[config.mk]
export PLATFORM = sky130hd
export DESIGN_NAME = frontend
export DESIGN_NICKNAME = d
export VERILOG_FILES = /design/src/hdl/fetch_pkg.sv /design/src/hdl/frontend.sv /design/src/hdl/pc_gen.sv /design/src/hdl/fetch_queue.sv /design/src/hdl/ras.sv /design/src/hdl/bht.sv /design/src/hdl/instr_scan.sv
export SDC_FILE = /design/constraint.sdc
export NUM_CORES = 2
export LEC_CHECK = 0
export BUFFER_PORTS_ARGS = -buffer_cell sky130_fd_sc_hd__buf_2
export CAP_MARGIN = 20
export CORE_MARGIN = 2
export CORE_UTILIZATION = 41
export CTS_BUF_LIST = sky130_fd_sc_hd__clkbuf_4 sky130_fd_sc_hd__clkbuf_8
export DETAILED_ROUTE_END_ITERATION = 6
export SLEW_MARGIN = 20
export SYNTH_ARGS = -nofsm -noshare
export SYNTH_HDL_FRONTEND = slang
export SYNTH_SLANG_ARGS = --single-unit
export TNS_END_PERCENT = 30
[constraint.sdc]
create_clock -name clk_i -period 7.19 [get_ports clk_i]
set_input_delay 0.3595 -clock clk_i [delete_from_list [all_inputs] [get_ports clk_i]]
set_output_delay 0.3595 -clock clk_i [all_outputs]
set_load 0.01 [all_outputs]
[src/hdl/fetch_pkg.sv]
// shared widths, opcodes and structs of the fetch front end, imported by every RTL module
`default_nettype none

package fetch_pkg;

    // --------------------
    // widths and depths
    // --------------------
    localparam int unsigned ADDR_W      = 64;
    localparam int unsigned INSTR_W     = 32;
    localparam int unsigned BHT_ENTRIES = 16;
    localparam int unsigned RAS_DEPTH   = 4;
    localparam int unsigned FQ_DEPTH    = 4;

    // debug entry point
    localparam logic [ADDR_W-1:0] DM_HALT_ADDR = 64'h800;

    // major opcodes of the control flow instructions
    localparam logic [6:0] OPC_BRANCH = 7'b1100011;
    localparam logic [6:0] OPC_JAL    = 7'b1101111;
    localparam logic [6:0] OPC_JALR   = 7'b1100111;

    // control flow kind attached to a fetch entry
    typedef enum logic [2:0] {
        CF_NONE   = 3'd0,
        CF_BRANCH = 3'd1,
        CF_JUMP   = 3'd2,
        CF_JUMPR  = 3'd3,
        CF_RETURN = 3'd4
    } cf_e;

    // --------------------
    // cache port
    // --------------------
    typedef struct packed {
        logic              req;
        logic              kill;
        logic [ADDR_W-1:0] vaddr;
    } icache_req_t;

    typedef struct packed {
        logic               ready;
        logic               valid;
        logic [ADDR_W-1:0]  vaddr;
        logic [INSTR_W-1:0] data;
    } icache_rsp_t;

    // --------------------
    // predictors
    // --------------------
    typedef struct packed {
        logic valid;
        logic taken;
    } bht_pred_t;

    typedef struct packed {
        logic              valid;
        logic [ADDR_W-1:0] ra;
    } ras_entry_t;

    // branch outcome reported by the back end
    typedef struct packed {
        logic              valid;
        logic [ADDR_W-1:0] pc;
        logic [ADDR_W-1:0] target;
        logic              is_taken;
        logic              is_mispredict;
        logic              is_branch;
    } resolve_t;

    // one instruction on its way to decode
    typedef struct packed {
        logic [ADDR_W-1:0]  pc;
        logic [INSTR_W-1:0] instr;
        cf_e                cf;
        logic [ADDR_W-1:0]  predict_target;
    } fetch_entry_t;

endpackage

`default_nettype wire
[src/hdl/frontend.sv]
// top level of the instruction fetch front end, connects pc generation, predictors and queue
`timescale 1ns/1ps
`default_nettype none

module frontend (
    input  wire logic                         clk_i,
    input  wire logic                         rst_ni,
    input  wire logic                         flush_i,
    input  wire logic                         flush_bp_i,
    input  wire logic [fetch_pkg::ADDR_W-1:0] boot_addr_i,
    input  wire fetch_pkg::resolve_t          resolved_branch_i,
    input  wire logic                         set_pc_commit_i,
    input  wire logic [fetch_pkg::ADDR_W-1:0] pc_commit_i,
    input  wire logic [fetch_pkg::ADDR_W-1:0] epc_i,
    input  wire logic                         eret_i,
    input  wire logic [fetch_pkg::ADDR_W-1:0] trap_vector_base_i,
    input  wire logic                         ex_valid_i,
    input  wire logic                         set_debug_pc_i,
    output fetch_pkg::icache_req_t            icache_req_o,
    input  wire fetch_pkg::icache_rsp_t       icache_rsp_i,
    output fetch_pkg::fetch_entry_t           fetch_entry_o,
    output logic                              fetch_entry_valid_o,
    input  wire logic                         fetch_entry_ready_i
);
    import fetch_pkg::*;

    logic [ADDR_W-1:0] bht_pc;
    bht_pred_t         bht_pred;
    ras_entry_t        ras_top;
    logic              ras_push, ras_pop;
    logic [ADDR_W-1:0] ras_data;
    logic              has_room;
    logic              entry_valid;
    fetch_entry_t      entry;

    pc_gen u_pc_gen (
        .clk_i              (clk_i),
        .rst_ni             (rst_ni),
        .flush_i            (flush_i),
        .boot_addr_i        (boot_addr_i),
        .resolved_branch_i  (resolved_branch_i),
        .eret_i             (eret_i),
        .epc_i              (epc_i),
        .ex_valid_i         (ex_valid_i),
        .trap_vector_base_i (trap_vector_base_i),
        .set_pc_commit_i    (set_pc_commit_i),
        .pc_commit_i        (pc_commit_i),
        .set_debug_pc_i     (set_debug_pc_i),
        .icache_req_o       (icache_req_o),
        .icache_rsp_i       (icache_rsp_i),
        .bht_pc_o           (bht_pc),
        .bht_pred_i         (bht_pred),
        .ras_top_i          (ras_top),
        .ras_push_o         (ras_push),
        .ras_pop_o          (ras_pop),
        .ras_data_o         (ras_data),
        .has_room_i         (has_room),
        .entry_valid_o      (entry_valid),
        .entry_o            (entry)
    );

    // predictors are cleared only by the dedicated flush
    bht u_bht (
        .clk_i    (clk_i),
        .rst_ni   (rst_ni),
        .flush_i  (flush_bp_i),
        .pc_i     (bht_pc),
        .update_i (resolved_branch_i),
        .pred_o   (bht_pred)
    );

    ras u_ras (
        .clk_i   (clk_i),
        .rst_ni  (rst_ni),
        .flush_i (flush_bp_i),
        .push_i  (ras_push),
        .pop_i   (ras_pop),
        .data_i  (ras_data),
        .top_o   (ras_top)
    );

    fetch_queue u_fetch_queue (
        .clk_i      (clk_i),
        .rst_ni     (rst_ni),
        .flush_i    (flush_i),
        .push_i     (entry_valid),
        .entry_i    (entry),
        .ready_i    (fetch_entry_ready_i),
        .has_room_o (has_room),
        .valid_o    (fetch_entry_valid_o),
        .entry_o    (fetch_entry_o)
    );

endmodule

`default_nettype wire

[src/hdl/pc_gen.sv]
// next-PC generation, response register and branch prediction of the fetch pipeline
`timescale 1ns/1ps
`default_nettype none

module pc_gen (
    input  wire logic                         clk_i,
    input  wire logic                         rst_ni,
    input  wire logic                         flush_i,
    input  wire logic [fetch_pkg::ADDR_W-1:0] boot_addr_i,
    input  wire fetch_pkg::resolve_t          resolved_branch_i,
    input  wire logic                         eret_i,
    input  wire logic [fetch_pkg::ADDR_W-1:0] epc_i,
    input  wire logic                         ex_valid_i,
    input  wire logic [fetch_pkg::ADDR_W-1:0] trap_vector_base_i,
    input  wire logic                         set_pc_commit_i,
    input  wire logic [fetch_pkg::ADDR_W-1:0] pc_commit_i,
    input  wire logic                         set_debug_pc_i,
    output fetch_pkg::icache_req_t            icache_req_o,
    input  wire fetch_pkg::icache_rsp_t       icache_rsp_i,
    output logic [fetch_pkg::ADDR_W-1:0]      bht_pc_o,
    input  wire fetch_pkg::bht_pred_t         bht_pred_i,
    input  wire fetch_pkg::ras_entry_t        ras_top_i,
    output logic                              ras_push_o,
    output logic                              ras_pop_o,
    output logic [fetch_pkg::ADDR_W-1:0]      ras_data_o,
    input  wire logic                         has_room_i,
    output logic                              entry_valid_o,
    output fetch_pkg::fetch_entry_t           entry_o
);
    import fetch_pkg::*;

    // response register
    logic               rsp_valid_q;
    logic [ADDR_W-1:0]  rsp_vaddr_q;
    logic [INSTR_W-1:0] rsp_data_q;
    // scan results
    logic               is_branch, is_jal, is_jalr, is_call, is_return;
    logic [ADDR_W-1:0]  imm;
    // prediction
    logic               bp_valid;
    logic               ras_pop;
    logic [ADDR_W-1:0]  predict_address;
    cf_e                cf;
    // next pc
    logic               rst_load_q;
    logic [ADDR_W-1:0]  npc_q, npc_d;
    logic [ADDR_W-1:0]  fetch_address;
    logic               is_mispredict;
    logic               kill;

    instr_scan u_instr_scan (
        .instr_i     (rsp_data_q),
        .is_branch_o (is_branch),
        .is_jal_o    (is_jal),
        .is_jalr_o   (is_jalr),
        .is_call_o   (is_call),
        .is_return_o (is_return),
        .imm_o       (imm)
    );

    assign bht_pc_o = rsp_vaddr_q;

    // --------------------
    // prediction
    // --------------------
    always_comb begin
        bp_valid        = 1'b0;
        ras_pop         = 1'b0;
        cf              = CF_NONE;
        predict_address = rsp_vaddr_q + 64'd4;
        if (rsp_valid_q) begin
            if (is_jal) begin
                bp_valid = 1'b1;
                cf       = CF_JUMP;
            end else if (is_branch) begin
                // dynamic history first, else backward taken
                bp_valid = bht_pred_i.valid ? bht_pred_i.taken : imm[ADDR_W-1];
                if (bp_valid) cf = CF_BRANCH;
            end else if (is_return && ras_top_i.valid) begin
                bp_valid        = 1'b1;
                ras_pop         = 1'b1;
                cf              = CF_RETURN;
                predict_address = ras_top_i.ra;
            end else if (is_jalr) begin
                // no target buffer, falls through
                cf = CF_JUMPR;
            end
            if (bp_valid && !ras_pop) predict_address = rsp_vaddr_q + imm;
        end
    end

    // a flushed entry never reaches decode, so it leaves the stack alone
    assign ras_push_o = rsp_valid_q && is_call && !flush_i;
    assign ras_pop_o  = ras_pop && !flush_i;
    assign ras_data_o = rsp_vaddr_q + 64'd4;

    assign entry_valid_o = rsp_valid_q;
    assign entry_o       = '{pc: rsp_vaddr_q, instr: rsp_data_q, cf: cf,
                             predict_target: predict_address};

    // --------------------
    // next pc
    // --------------------
    assign is_mispredict = resolved_branch_i.valid && resolved_branch_i.is_mispredict;
    // drop what is in flight on a prediction or any redirect
    assign kill = bp_valid || flush_i || is_mispredict || eret_i || ex_valid_i
                  || set_pc_commit_i || set_debug_pc_i;

    // later assignments win
    always_comb begin
        fetch_address = rst_load_q ? boot_addr_i : npc_q;
        npc_d         = fetch_address;
        if (bp_valid) npc_d = predict_address;
        // sequential only when this request survives
        if (icache_rsp_i.ready && has_room_i && !kill) begin
            npc_d = {fetch_address[ADDR_W-1:2], 2'b00} + 64'd4;
        end
        if (is_mispredict) npc_d = resolved_branch_i.target;
        if (eret_i) npc_d = epc_i;
        if (ex_valid_i) npc_d = trap_vector_base_i;
        if (set_pc_commit_i) npc_d = pc_commit_i + 64'd4;
        if (set_debug_pc_i) npc_d = DM_HALT_ADDR;
    end

    // request only with room for everything in flight
    assign icache_req_o = '{req: has_room_i, kill: kill, vaddr: fetch_address};

    always_ff @(posedge clk_i or negedge rst_ni) begin
        if (!rst_ni) begin
            rst_load_q  <= 1'b1;
            npc_q       <= '0;
            rsp_valid_q <= 1'b0;
        end else begin
            rst_load_q  <= 1'b0;
            npc_q       <= npc_d;
            rsp_valid_q <= icache_rsp_i.valid;
        end
    end

    always_ff @(posedge clk_i) begin
        if (icache_rsp_i.valid) begin
            rsp_vaddr_q <= icache_rsp_i.vaddr;
            rsp_data_q  <= icache_rsp_i.data;
        end
    end

endmodule

`default_nettype wire

[src/hdl/fetch_queue.sv]
// circular FIFO of fetch entries towards decode, reports room for the fetches in flight
`timescale 1ns/1ps
`default_nettype none

module fetch_queue (
    input  wire logic                    clk_i,
    input  wire logic                    rst_ni,
    input  wire logic                    flush_i,
    input  wire logic                    push_i,
    input  wire fetch_pkg::fetch_entry_t entry_i,
    input  wire logic                    ready_i,
    output logic                         has_room_o,
    output logic                         valid_o,
    output fetch_pkg::fetch_entry_t      entry_o
);
    import fetch_pkg::*;

    fetch_entry_t                mem_q [FQ_DEPTH];
    logic [$clog2(FQ_DEPTH)-1:0] rd_ptr_q;
    logic [$clog2(FQ_DEPTH)-1:0] wr_ptr_q;
    logic [$clog2(FQ_DEPTH):0]   count_q;
    logic                        do_push;
    logic                        do_pop;

    assign valid_o = (count_q != '0);
    assign entry_o = mem_q[rd_ptr_q];

    assign do_push = push_i && (count_q != FQ_DEPTH[$clog2(FQ_DEPTH):0]);
    assign do_pop  = ready_i && valid_o;

    // two free slots after this cycle's write
    // one for the fetch in the cache and one for a new request
    assign has_room_o = ({1'b0, count_q} + push_i) <= (FQ_DEPTH - 2);

    // --------------------
    // pointers and count
    // --------------------
    always_ff @(posedge clk_i or negedge rst_ni) begin
        if (!rst_ni) begin
            rd_ptr_q <= '0;
            wr_ptr_q <= '0;
            count_q  <= '0;
        end else if (flush_i) begin
            rd_ptr_q <= '0;
            wr_ptr_q <= '0;
            count_q  <= '0;
        end else begin
            if (do_push) wr_ptr_q <= wr_ptr_q + 1'b1;
            if (do_pop) rd_ptr_q <= rd_ptr_q + 1'b1;
            case ({do_push, do_pop})
                2'b10:   count_q <= count_q + 1'b1;
                2'b01:   count_q <= count_q - 1'b1;
                default: count_q <= count_q;
            endcase
        end
    end

    // storage, entries past the pointers are ignored
    always_ff @(posedge clk_i) begin
        if (do_push && !flush_i) begin
            mem_q[wr_ptr_q] <= entry_i;
        end
    end

endmodule

`default_nettype wire

[src/hdl/ras.sv]
// return address stack, pushed by calls and popped by predicted returns
`timescale 1ns/1ps
`default_nettype none

module ras (
    input  wire logic                         clk_i,
    input  wire logic                         rst_ni,
    input  wire logic                         flush_i,
    input  wire logic                         push_i,
    input  wire logic                         pop_i,
    input  wire logic [fetch_pkg::ADDR_W-1:0] data_i,
    output fetch_pkg::ras_entry_t             top_o
);
    import fetch_pkg::*;

    // slot 0 is the top of stack
    ras_entry_t stack_q [RAS_DEPTH];

    assign top_o = stack_q[0];

    always_ff @(posedge clk_i or negedge rst_ni) begin
        if (!rst_ni) begin
            for (int i = 0; i < RAS_DEPTH; i++) stack_q[i] <= '0;
        end else if (flush_i) begin
            for (int i = 0; i < RAS_DEPTH; i++) stack_q[i] <= '0;
        end else begin
            case ({push_i, pop_i})
                // push shifts down, the oldest falls off the bottom
                2'b10: begin
                    for (int i = RAS_DEPTH-1; i > 0; i--) stack_q[i] <= stack_q[i-1];
                    stack_q[0] <= '{valid: 1'b1, ra: data_i};
                end
                // pop shifts up and empties the bottom slot
                2'b01: begin
                    for (int i = 0; i < RAS_DEPTH-1; i++) stack_q[i] <= stack_q[i+1];
                    stack_q[RAS_DEPTH-1].valid <= 1'b0;
                end
                // both at once replace the top
                2'b11: begin
                    stack_q[0] <= '{valid: 1'b1, ra: data_i};
                end
                default: ;
            endcase
        end
    end

endmodule

`default_nettype wire

[src/hdl/bht.sv]
// bimodal branch history table of two-bit counters, looked up by fetch pc, trained by resolve
`timescale 1ns/1ps
`default_nettype none

module bht (
    input  wire logic                         clk_i,
    input  wire logic                         rst_ni,
    input  wire logic                         flush_i,
    input  wire logic [fetch_pkg::ADDR_W-1:0] pc_i,
    input  wire fetch_pkg::resolve_t          update_i,
    output fetch_pkg::bht_pred_t              pred_o
);
    import fetch_pkg::*;

    logic [BHT_ENTRIES-1:0]         valid_q;
    logic [1:0]                     cnt_q [BHT_ENTRIES];
    logic [1:0]                     cnt_d;
    logic [$clog2(BHT_ENTRIES)-1:0] rd_idx;
    logic [$clog2(BHT_ENTRIES)-1:0] wr_idx;
    logic                           upd;

    // word-aligned pc bits pick the counter
    assign rd_idx = pc_i[$clog2(BHT_ENTRIES)+1:2];
    assign wr_idx = update_i.pc[$clog2(BHT_ENTRIES)+1:2];
    assign upd    = update_i.valid && update_i.is_branch;

    // lookup, weakly or strongly taken from 2 upward
    assign pred_o.valid = valid_q[rd_idx];
    assign pred_o.taken = cnt_q[rd_idx][1];

    // next counter value
    always_comb begin
        cnt_d = cnt_q[wr_idx];
        if (!valid_q[wr_idx]) begin
            // fresh entry starts weak in the resolved direction
            cnt_d = update_i.is_taken ? 2'd2 : 2'd1;
        end else if (update_i.is_taken) begin
            if (cnt_q[wr_idx] != 2'd3) cnt_d = cnt_q[wr_idx] + 2'd1;
        end else begin
            if (cnt_q[wr_idx] != 2'd0) cnt_d = cnt_q[wr_idx] - 2'd1;
        end
    end

    always_ff @(posedge clk_i or negedge rst_ni) begin
        if (!rst_ni) begin
            valid_q <= '0;
        end else if (flush_i) begin
            valid_q <= '0;
        end else if (upd) begin
            valid_q[wr_idx] <= 1'b1;
        end
    end

    // counters are only meaningful behind a valid bit
    always_ff @(posedge clk_i) begin
        if (upd) begin
            cnt_q[wr_idx] <= cnt_d;
        end
    end

endmodule

`default_nettype wire

[src/hdl/instr_scan.sv]
// combinational pre-decode of one fetched word, flags control flow and gives its immediate
`timescale 1ns/1ps
`default_nettype none

module instr_scan (
    input  wire logic [fetch_pkg::INSTR_W-1:0] instr_i,
    output logic                               is_branch_o,
    output logic                               is_jal_o,
    output logic                               is_jalr_o,
    output logic                               is_call_o,
    output logic                               is_return_o,
    output logic [fetch_pkg::ADDR_W-1:0]       imm_o
);
    import fetch_pkg::*;

    logic [6:0]        opcode;
    logic [4:0]        rd;
    logic [4:0]        rs1;
    logic              rd_link;
    logic              rs1_link;
    logic [ADDR_W-1:0] b_imm;
    logic [ADDR_W-1:0] j_imm;

    assign opcode = instr_i[6:0];
    assign rd     = instr_i[11:7];
    assign rs1    = instr_i[19:15];

    // x1 and x5 are the link registers
    assign rd_link  = (rd == 5'd1) || (rd == 5'd5);
    assign rs1_link = (rs1 == 5'd1) || (rs1 == 5'd5);

    assign is_branch_o = (opcode == OPC_BRANCH);
    assign is_jal_o    = (opcode == OPC_JAL);
    assign is_jalr_o   = (opcode == OPC_JALR);

    // call writes a link register, return reads one and discards rd
    assign is_call_o   = (is_jal_o || is_jalr_o) && rd_link;
    assign is_return_o = is_jalr_o && rs1_link && (rd == 5'd0);

    // B-type offset, 13 bits signed
    assign b_imm = {{(ADDR_W-12){instr_i[31]}}, instr_i[7], instr_i[30:25], instr_i[11:8], 1'b0};
    // J-type offset, 21 bits signed
    assign j_imm = {{(ADDR_W-20){instr_i[31]}}, instr_i[19:12], instr_i[20], instr_i[30:21], 1'b0};

    assign imm_o = is_jal_o ? j_imm : b_imm;

endmodule

`default_nettype wire

; Word-level counts from Yosys, hierarchy flattened
; Memories as Yosys holds them, arrays and structs flattened. A register that Yosys moved wholly into a read port is not among the register bits.
; Cells that the tools add are included.
[op_classes]
addsub = 11
magnitude_cmp = 4
eq_ne = 14
muxes = 58
n_bitwise = 1
reduce_logical = 39
[op_table]
columns = cell, count
row1 = $mux 64, 14
row2 = $pmux 131 s2, 1
row3 = $mux 260, 1
row4 = $add 64x3->64 const B, 3
row5 = $pmux 65 s2, 1
row6 = $add 64x64->64, 1
row7 = $le 32x2->1 const B, 1
row8 = $mux 16, 2
row9 = $eq 7x7->1 const B, 3
row10 = $mux 2, 10
row11 = $mux 20, 1
row12 = $mux 1, 18
row13 = $logic_and 1x1->1, 16
row14 = $or 16x16->16, 1
row15 = $mux 3, 5
row16 = $reduce_bool 3->1, 4
row17 = $eq 5x1->1 const B, 2
row18 = $eq 5x3->1 const B, 2
row19 = $lt 4x5->1 const B, 2
row20 = $reduce_bool 2->1, 5
row21 = $logic_or 1x1->1, 9
row22 = $bmux 1 s4, 2
row23 = $add 2x1->2 const B, 3
row24 = $eq 2x2->1 const B, 3
row25 = other kinds (14), 17
[word_totals]
ff_bits = 445
mem_bits_rw = 684
inputBits = 495
output_inout_bits = 230
word_cells = 146
memories = 2
[memory_table]
columns = memory, words, word_bits, rd, rd_ports_with_merged_regs, write_ports, line_no
row1 = u_fetch_queue.mem_q, 4, 163, 1, 0, 1, fetch_queue.sv:18  ; fetch_entry_t mem_q [FQ_DEPTH];
row2 = u_bht.cnt_q, 16, 2, 2, 1, 1, bht.sv:16  ; logic [1:0] cnt_q [BHT_ENTRIES];

; Longest topological paths before layout
[logic_depth]
depth_word = 24
ltp_mapped = 20
mapped_depth_nobuf = 16

; By module
; Synthesis repeated with hierarchy kept, for this count alone.
[hier_totals]
cells_unflattened = 4803
area_unflattened_um2 = 58934.0
[by_module_without_submodules]
columns = mod, instances, cells_each, area_per_inst_um2, seq_area_each_um2
row1 = fetch_queue, 1, 926, 24280.8, 19753.9
row2 = pc_gen, 1, 2428, 18929.4, 4535.6
row3 = ras, 1, 1208, 12787.3, 6506.2
row4 = bht, 1, 160, 2306.0, 1361.3
row5 = instr_scan, 1, 81, 630.6, 0.0

; Least setup slack after synthesis
; No wires, ideal clock.
[synth_timing]
kind = reg2reg
start = register u_pc_gen.rsp_valid_q, in the netlist u_pc_gen.entry_valid_o
end = memory u_fetch_queue.mem_q[0][0] (netlist bit), enable pin
setup_ns = 0.543
arrival_time_ns = 4.883
required_time_ns = 6.647
slack_ns = 1.764
stages_incl_launch_ff = 5
path_buffers = 1
synth_period_minus_slack_ns = 5.426
cell_sequence = dfrtp_1 clkbuf_1 nand2_1 nor2_1 and2_1
[synth_between]
elab_chain_len = 4
[synth_rtl]
columns = item, line_no
row1 = start: declaration, pc_gen.sv:33  ; logic rsp_valid_q;
row2 = start signal: assignment, pc_gen.sv:136  ; rsp_valid_q <= icache_rsp_i.valid;
row3 = $logic_and 1x1->1, fetch_queue.sv:28  ; assign do_push = push_i && (count_q != FQ_DEPTH[$clog2(FQ_DEPTH):0]);
row4 = $logic_and 1x1->1, fetch_queue.sv:60  ; if (do_push && !flush_i) begin
row5 = $mux 1, fetch_queue.sv:60
row6 = $mux 1 (not written as such), fetch_queue.sv:61  ; mem_q[wr_ptr_q] <= entry_i;
row7 = end: declaration, fetch_queue.sv:18
; Every way passes these cells.

; Worst setup path in the final report
[layout_timing]
start = register u_pc_gen.rsp_data_q[4]
end = register u_pc_gen.npc_q[55]
[layout_between]
elab_chain_len = 23
word_cells_on_any_way = 38
classes_between = add/sub: 1 / eq/ne: 3 / mux: 21 / reduce/logical: 13
[layout_rtl]
columns = item, line_no
row1 = start: declaration, pc_gen.sv:35  ; logic [INSTR_W-1:0] rsp_data_q;
row2 = start signal: assignment, pc_gen.sv:143  ; rsp_data_q <= icache_rsp_i.data;
row3 = "parallel branches: the longest is 17 deep, another holds $add 64x64->64", -
row4 = $mux 64 *, pc_gen.sv:115  ; if (icache_rsp_i.ready && has_room_i && !kill) begin
row5 = $mux 64 *, pc_gen.sv:118  ; if (is_mispredict) npc_d = resolved_branch_i.target;
row6 = $mux 64 *, pc_gen.sv:119  ; if (eret_i) npc_d = epc_i;
row7 = $mux 64 *, pc_gen.sv:120  ; if (ex_valid_i) npc_d = trap_vector_base_i;
row8 = $mux 64 *, pc_gen.sv:121  ; if (set_pc_commit_i) npc_d = pc_commit_i + 64'd4;
row9 = $mux 64 *, pc_gen.sv:122  ; if (set_debug_pc_i) npc_d = DM_HALT_ADDR;
row10 = named net u_pc_gen.npc_d[55], pc_gen.sv:46  ; logic [ADDR_W-1:0] npc_q, npc_d;
row11 = end signal: assignment, pc_gen.sv:135  ; npc_q <= npc_d;
row12 = end: declaration, pc_gen.sv:46
; Mark *: on every way through the listed nets, which the timed path passes. The select of a mux whose other input is x is not followed.
; A chain may end at the register's enable or synchronous reset.

==> summary.md <==
| Metric | Value |
|---|---|
| CP cell instances | nand4b_1, nor3_2, buf_4, mux2_2, ha_1, and4_1, a32oi_1, nand2_1, a211o_1, a311oi_1, o21ai_0, xor2_1, o22ai_1, a211o_1, dlygate4sd3_1, a221oi_1, dlygate4sd3_1 |
| Die span in x | 375 um |
| Final setup skew | 0.0517 ns |
| Total negative slack | 0 ns |
| Hold_ws | 0.116 ns |
| Switching share of power | 30.9% |
| Max Fclk | 155 MHz |
| Antenna Nets Post-Route | 0 |
| Final slew viol count | 0 |
| DR pass1 iterations | 7 |
| Power density cells | 263 mW/mm2 |
| Failing checks | DRC |
| Synthesized area | 0.0565 mm2 |
| Syn Nets | 5442 |
| Fraction of layout cells with a size suffix above 1 | 23.8% |
| Simple-gate share of the synthesized area | 13.9% |
| Total CTS buffers | 188 |
| Number of global-route vias before repair | 43193 |
| P_int | 12400 uW |
| First-pass GRT wire length | 337 mm |
| WP data arrival | 7.28 ns |
| RSZ-0062 raised after global routing | false |
| Setup CP Type | reg -> reg |
| Net Sw Power | 5540 uW |
| GR Util All Layers | 34.2% |
| Logic pwr share | 23.5% |
| H-tree levels | 4 |
| RD Place Congestion | 1.02 |
| Crit Reg-Reg Endpoint | u_pc_gen.npc_q[55]$_DFF_PN0_ |
| Largest net degree at the start of global routing | 222 |
| Largest family of logic cells by synthesized area | simple AND/OR/NAND/NOR gates |
| Syn Inst Count | 4874 |
| Port Buffer Count | 664 |
| Clk buf depth | 3 |
| FP Rows | 136 |
| Starting DRT DRC Count | 6865 |
| Area grow syn2layout | 20.9% |
| Synth Register Bits | 1133 |
| Compound-gate portion of the synthesized area | 11.8% |
| Average size of a mapped cell | 11.6 um2 |
| Synth warn | 0 |
| Register-to-register setup slack | 0.76 ns |
| Clock share of power | 33.8% |
| Reg2reg start | u_pc_gen.rsp_data_q[4]$_DFFE_PP_ |
| Worst-Margin Slew | 1.27 ns |
| Hold Path End | u_pc_gen.npc_q[63]$_DFF_PN0_ |
| Core Region | 0.137 mm2 |
| HP Class | in -> reg |
| CP endpoint kind | flip-flop |
| Post-cts resize count | 0 |
| Worst-path fanout max | 14 |
| Final Hold Viols | 0 |
| LEAKAGE | 0.0261 uW |
| Crit path max-delay cell type | a311oi_1 |
| Clock root buffer | clkbuf_8 |
| DR WL/cell | 32.0 um |
| Initial core utilization | 41.2% |
| Post-Synth XOR/XNOR Area | 3.50% |
| Antenna violations before repair | 50 |
| Vias per std cell | 6.00 |
| CTS Sinks | 1133 |
| R2r worst-path depth | 17 |
| Maxcap violations | 0 |
| Clk_lat worst skew | 0.91 ns |
| Hpwl dp | 183 mm |
| Mux share of post-synthesis cell area | 9.10% |
| Worst-path clk slew | 0.07 ns |
| Sequential share of power | 42.7% |
| Status | complete, but fails checks |
| Relative slew margins | 14.7% |
| Synth Area in Adders | 1.64% |
| Post-synth EDFFs | 780 |
| Period utilisation layout | 89.4% |
| Ys flop type | edfxtp_1 |
| WHS Path Cells | 6 |
| Register area share after synthesis | 57.1% |
| Vias | 46445 |
| Nets | 6329 |
| Die Y | 375 um |
| Slowest stage delay, CP | 0.64 ns |
| Min Tclk post-route | 6.43 ns |
| Hold path start | epc_i[63] |
| Die area | 0.141 mm2 |
| Final setup viols | 0 |
| Post-synth cell types | 94 |
| Fillers | 12330 |
| CP Launch Type | flip-flop |
| CP Data Required Time | 8.04 ns |
| I/O pins | 725 |
| CTS tree | built |
| Ys async rst share | 30.8% |
| Grt total ovfl | 0 |
| Total routed wirelength | 247 mm |
| # DRC | 4 |
| Peak VDD IR | 185 uV |
==> cell type report <==
class                   count  area, um2  share of cell area, %
diodes                     22       55.1                 0.0806
clock inverters            75        698                   1.02
inverters                  80        300                  0.440
repair buffers           1014       6740                   9.87
well taps                1794       2240                   3.29
multi-input cells        3344      22700                   33.2
flip-flops and latches   1133      32200                   47.2
clock buffers             275       3330                   4.88
==> per-stage QoR <==
| stage | power [uW] | std cells | utilization, % | cell area [um2] | setup slack, ns |
|---|---|---|---|---|---|
| 3_5_place_dp | 11800 | 7123 | 45.0 | 61700 | 1.36 |
| 5_1_grt | 18600 | 7731 | 49.8 | 68300 | 0.513 |
| 3_3_place_gp | 11800 | 7122 | 45.0 | 61700 | 1.39 |
| 2_1_floorplan | 9990 | 4874 | - | 56500 | 1.76 |
| 6_report | 18000 | 7737 | 49.8 | 68300 | 0.759 |
| 4_1_cts | 18000 | 7713 | 49.7 | 68200 | 0.871 |
==> cell families after synthesis <==
group           after synthesis
compound gates             1043
buf+inv                     397
other cells                   1
fa+ha+maj                    73
xor+xnor                    226
mux                         274
simple gates               1727
flops                      1133
==> cells in the final DEF, fill, tap and decap left out, drive strengths merged, types with 15 or more instances in the layout <==
master,synthesis,routed
a2111oi,21,21
a211oi,113,113
a21o,50,50
a21oi,286,286
a221oi,33,33
a31oi,32,32
and2,27,27
and3,93,93
buf,81,774
clkbuf,236,276
clkinv,0,45
dfrtp,348,348
diode,0,22
dlygate4sd3,0,239
edfxtp,780,780
ha,71,71
inv,80,89
mux2,48,48
mux2i,40,40
mux4,186,186
nand2,710,710
nand3,244,244
nand4,75,75
nor2,383,383
nor3,55,55
nor4,22,22
o211ai,34,34
o21a,15,15
o21ai,274,274
o21bai,16,16
o221ai,15,15
o22ai,60,60
or3,24,24
xnor2,123,123
xor2,103,103
==> registers in the layout, summed over array words and instances (netlist names), 2 cells and up, named ones only <==
name and flops:
u_pc_gen.rsp_data_q 32, u_pc_gen.npc_q 64, u_fetch_queue.mem_q 652, u_ras.stack_q 195
u_fetch_queue.wr_ptr_q 2, u_bht.valid_q 16, u_fetch_queue.rd_ptr_q 2, u_ras.top_o 65
u_fetch_queue.count_q 3, u_bht.cnt_q 32, u_pc_gen.bht_pc_o 64
==> worst max path at each step <==
| stage | startpoint | end | slack, ns | cells past startpoint |
|---|---|---|---|---|
| after floorplan | u_pc_gen.entry_valid_o$_DFF_PN0_ | u_fetch_queue.mem_q[0][0]$_DFFE_PP_ | 1.76 | 4 |
| final | u_pc_gen.rsp_data_q[4]$_DFFE_PP_ | u_pc_gen.npc_q[55]$_DFF_PN0_ | 0.76 | 17 |
| after global routing | u_pc_gen.rsp_data_q[4]$_DFFE_PP_ | u_pc_gen.npc_q[55]$_DFF_PN0_ | 0.51 | 17 |
| after detailed placement | u_pc_gen.rsp_data_q[4]$_DFFE_PP_ | u_fetch_queue.mem_q[1][59]$_DFFE_PP_ | 1.36 | 15 |
| after global placement | u_pc_gen.rsp_data_q[4]$_DFFE_PP_ | u_fetch_queue.mem_q[0][59]$_DFFE_PP_ | 1.39 | 15 |
| after CTS | u_pc_gen.rsp_data_q[4]$_DFFE_PP_ | u_pc_gen.npc_q[55]$_DFF_PN0_ | 0.87 | 17 |
==> synthesized netlist by cell type, types with 50 or more instances <==
library cell,number,area (um2)
edfxtp_1,780,23400
nand2_1,709,2660
nor2_1,382,1430
dfrtp_1,348,8710
a21oi_1,283,1420
nand3_1,241,1210
clkbuf_1,235,882
o21ai_0,220,1100
mux4_2,184,4140
xnor2_1,123,1080
a211oi_1,110,826
xor2_1,103,902
and3_1,93,582
inv_1,80,300
nand4_1,75,469
ha_1,71,888
o22ai_1,60,375
o21ai_1,54,270
nor3_1,53,265
a21o_1,50,375
==> critical path, delay by kind of cell (launching register included) <==
kind | cells | cell delay [ns]
AO/OA/AOI/OAI | 7 | 2.35
XOR/XNOR | 1 | 0.28
adder cells (fa/ha/maj) | 1 | 0.39
buffers and inverters | 3 | 1.41
flip-flops | 1 | 0.45
multiplexers | 1 | 0.39
AND/OR/NAND/NOR | 4 | 1.11
==> routing by layer <==
layer,global-route usage [%],up-vias,share of wire (%)
met5,0,-,0.038
met4,13.4,16,4.0
met3,11.2,358,12
met2,44.8,2536,40
met1,51.7,23468,44
li1,-,20067,-
==> power groups by stage <==
stage               clock network, uW  logic, uW  registers, uW
floorplan                           0       2290           7690
global placement                    0       3980           7830
detailed placement                  0       3970           7850
CTS                              6190       4110           7720
global route                     6470       4420           7690
finish                           6060       4220           7670
==> repair_timing <==
item,in CTS,in global routing
hold buffers,240,0
buffers inserted,0,0
endpoints found under the hold margin,375,0
Note: power is estimated with default switching activity, not from simulation.
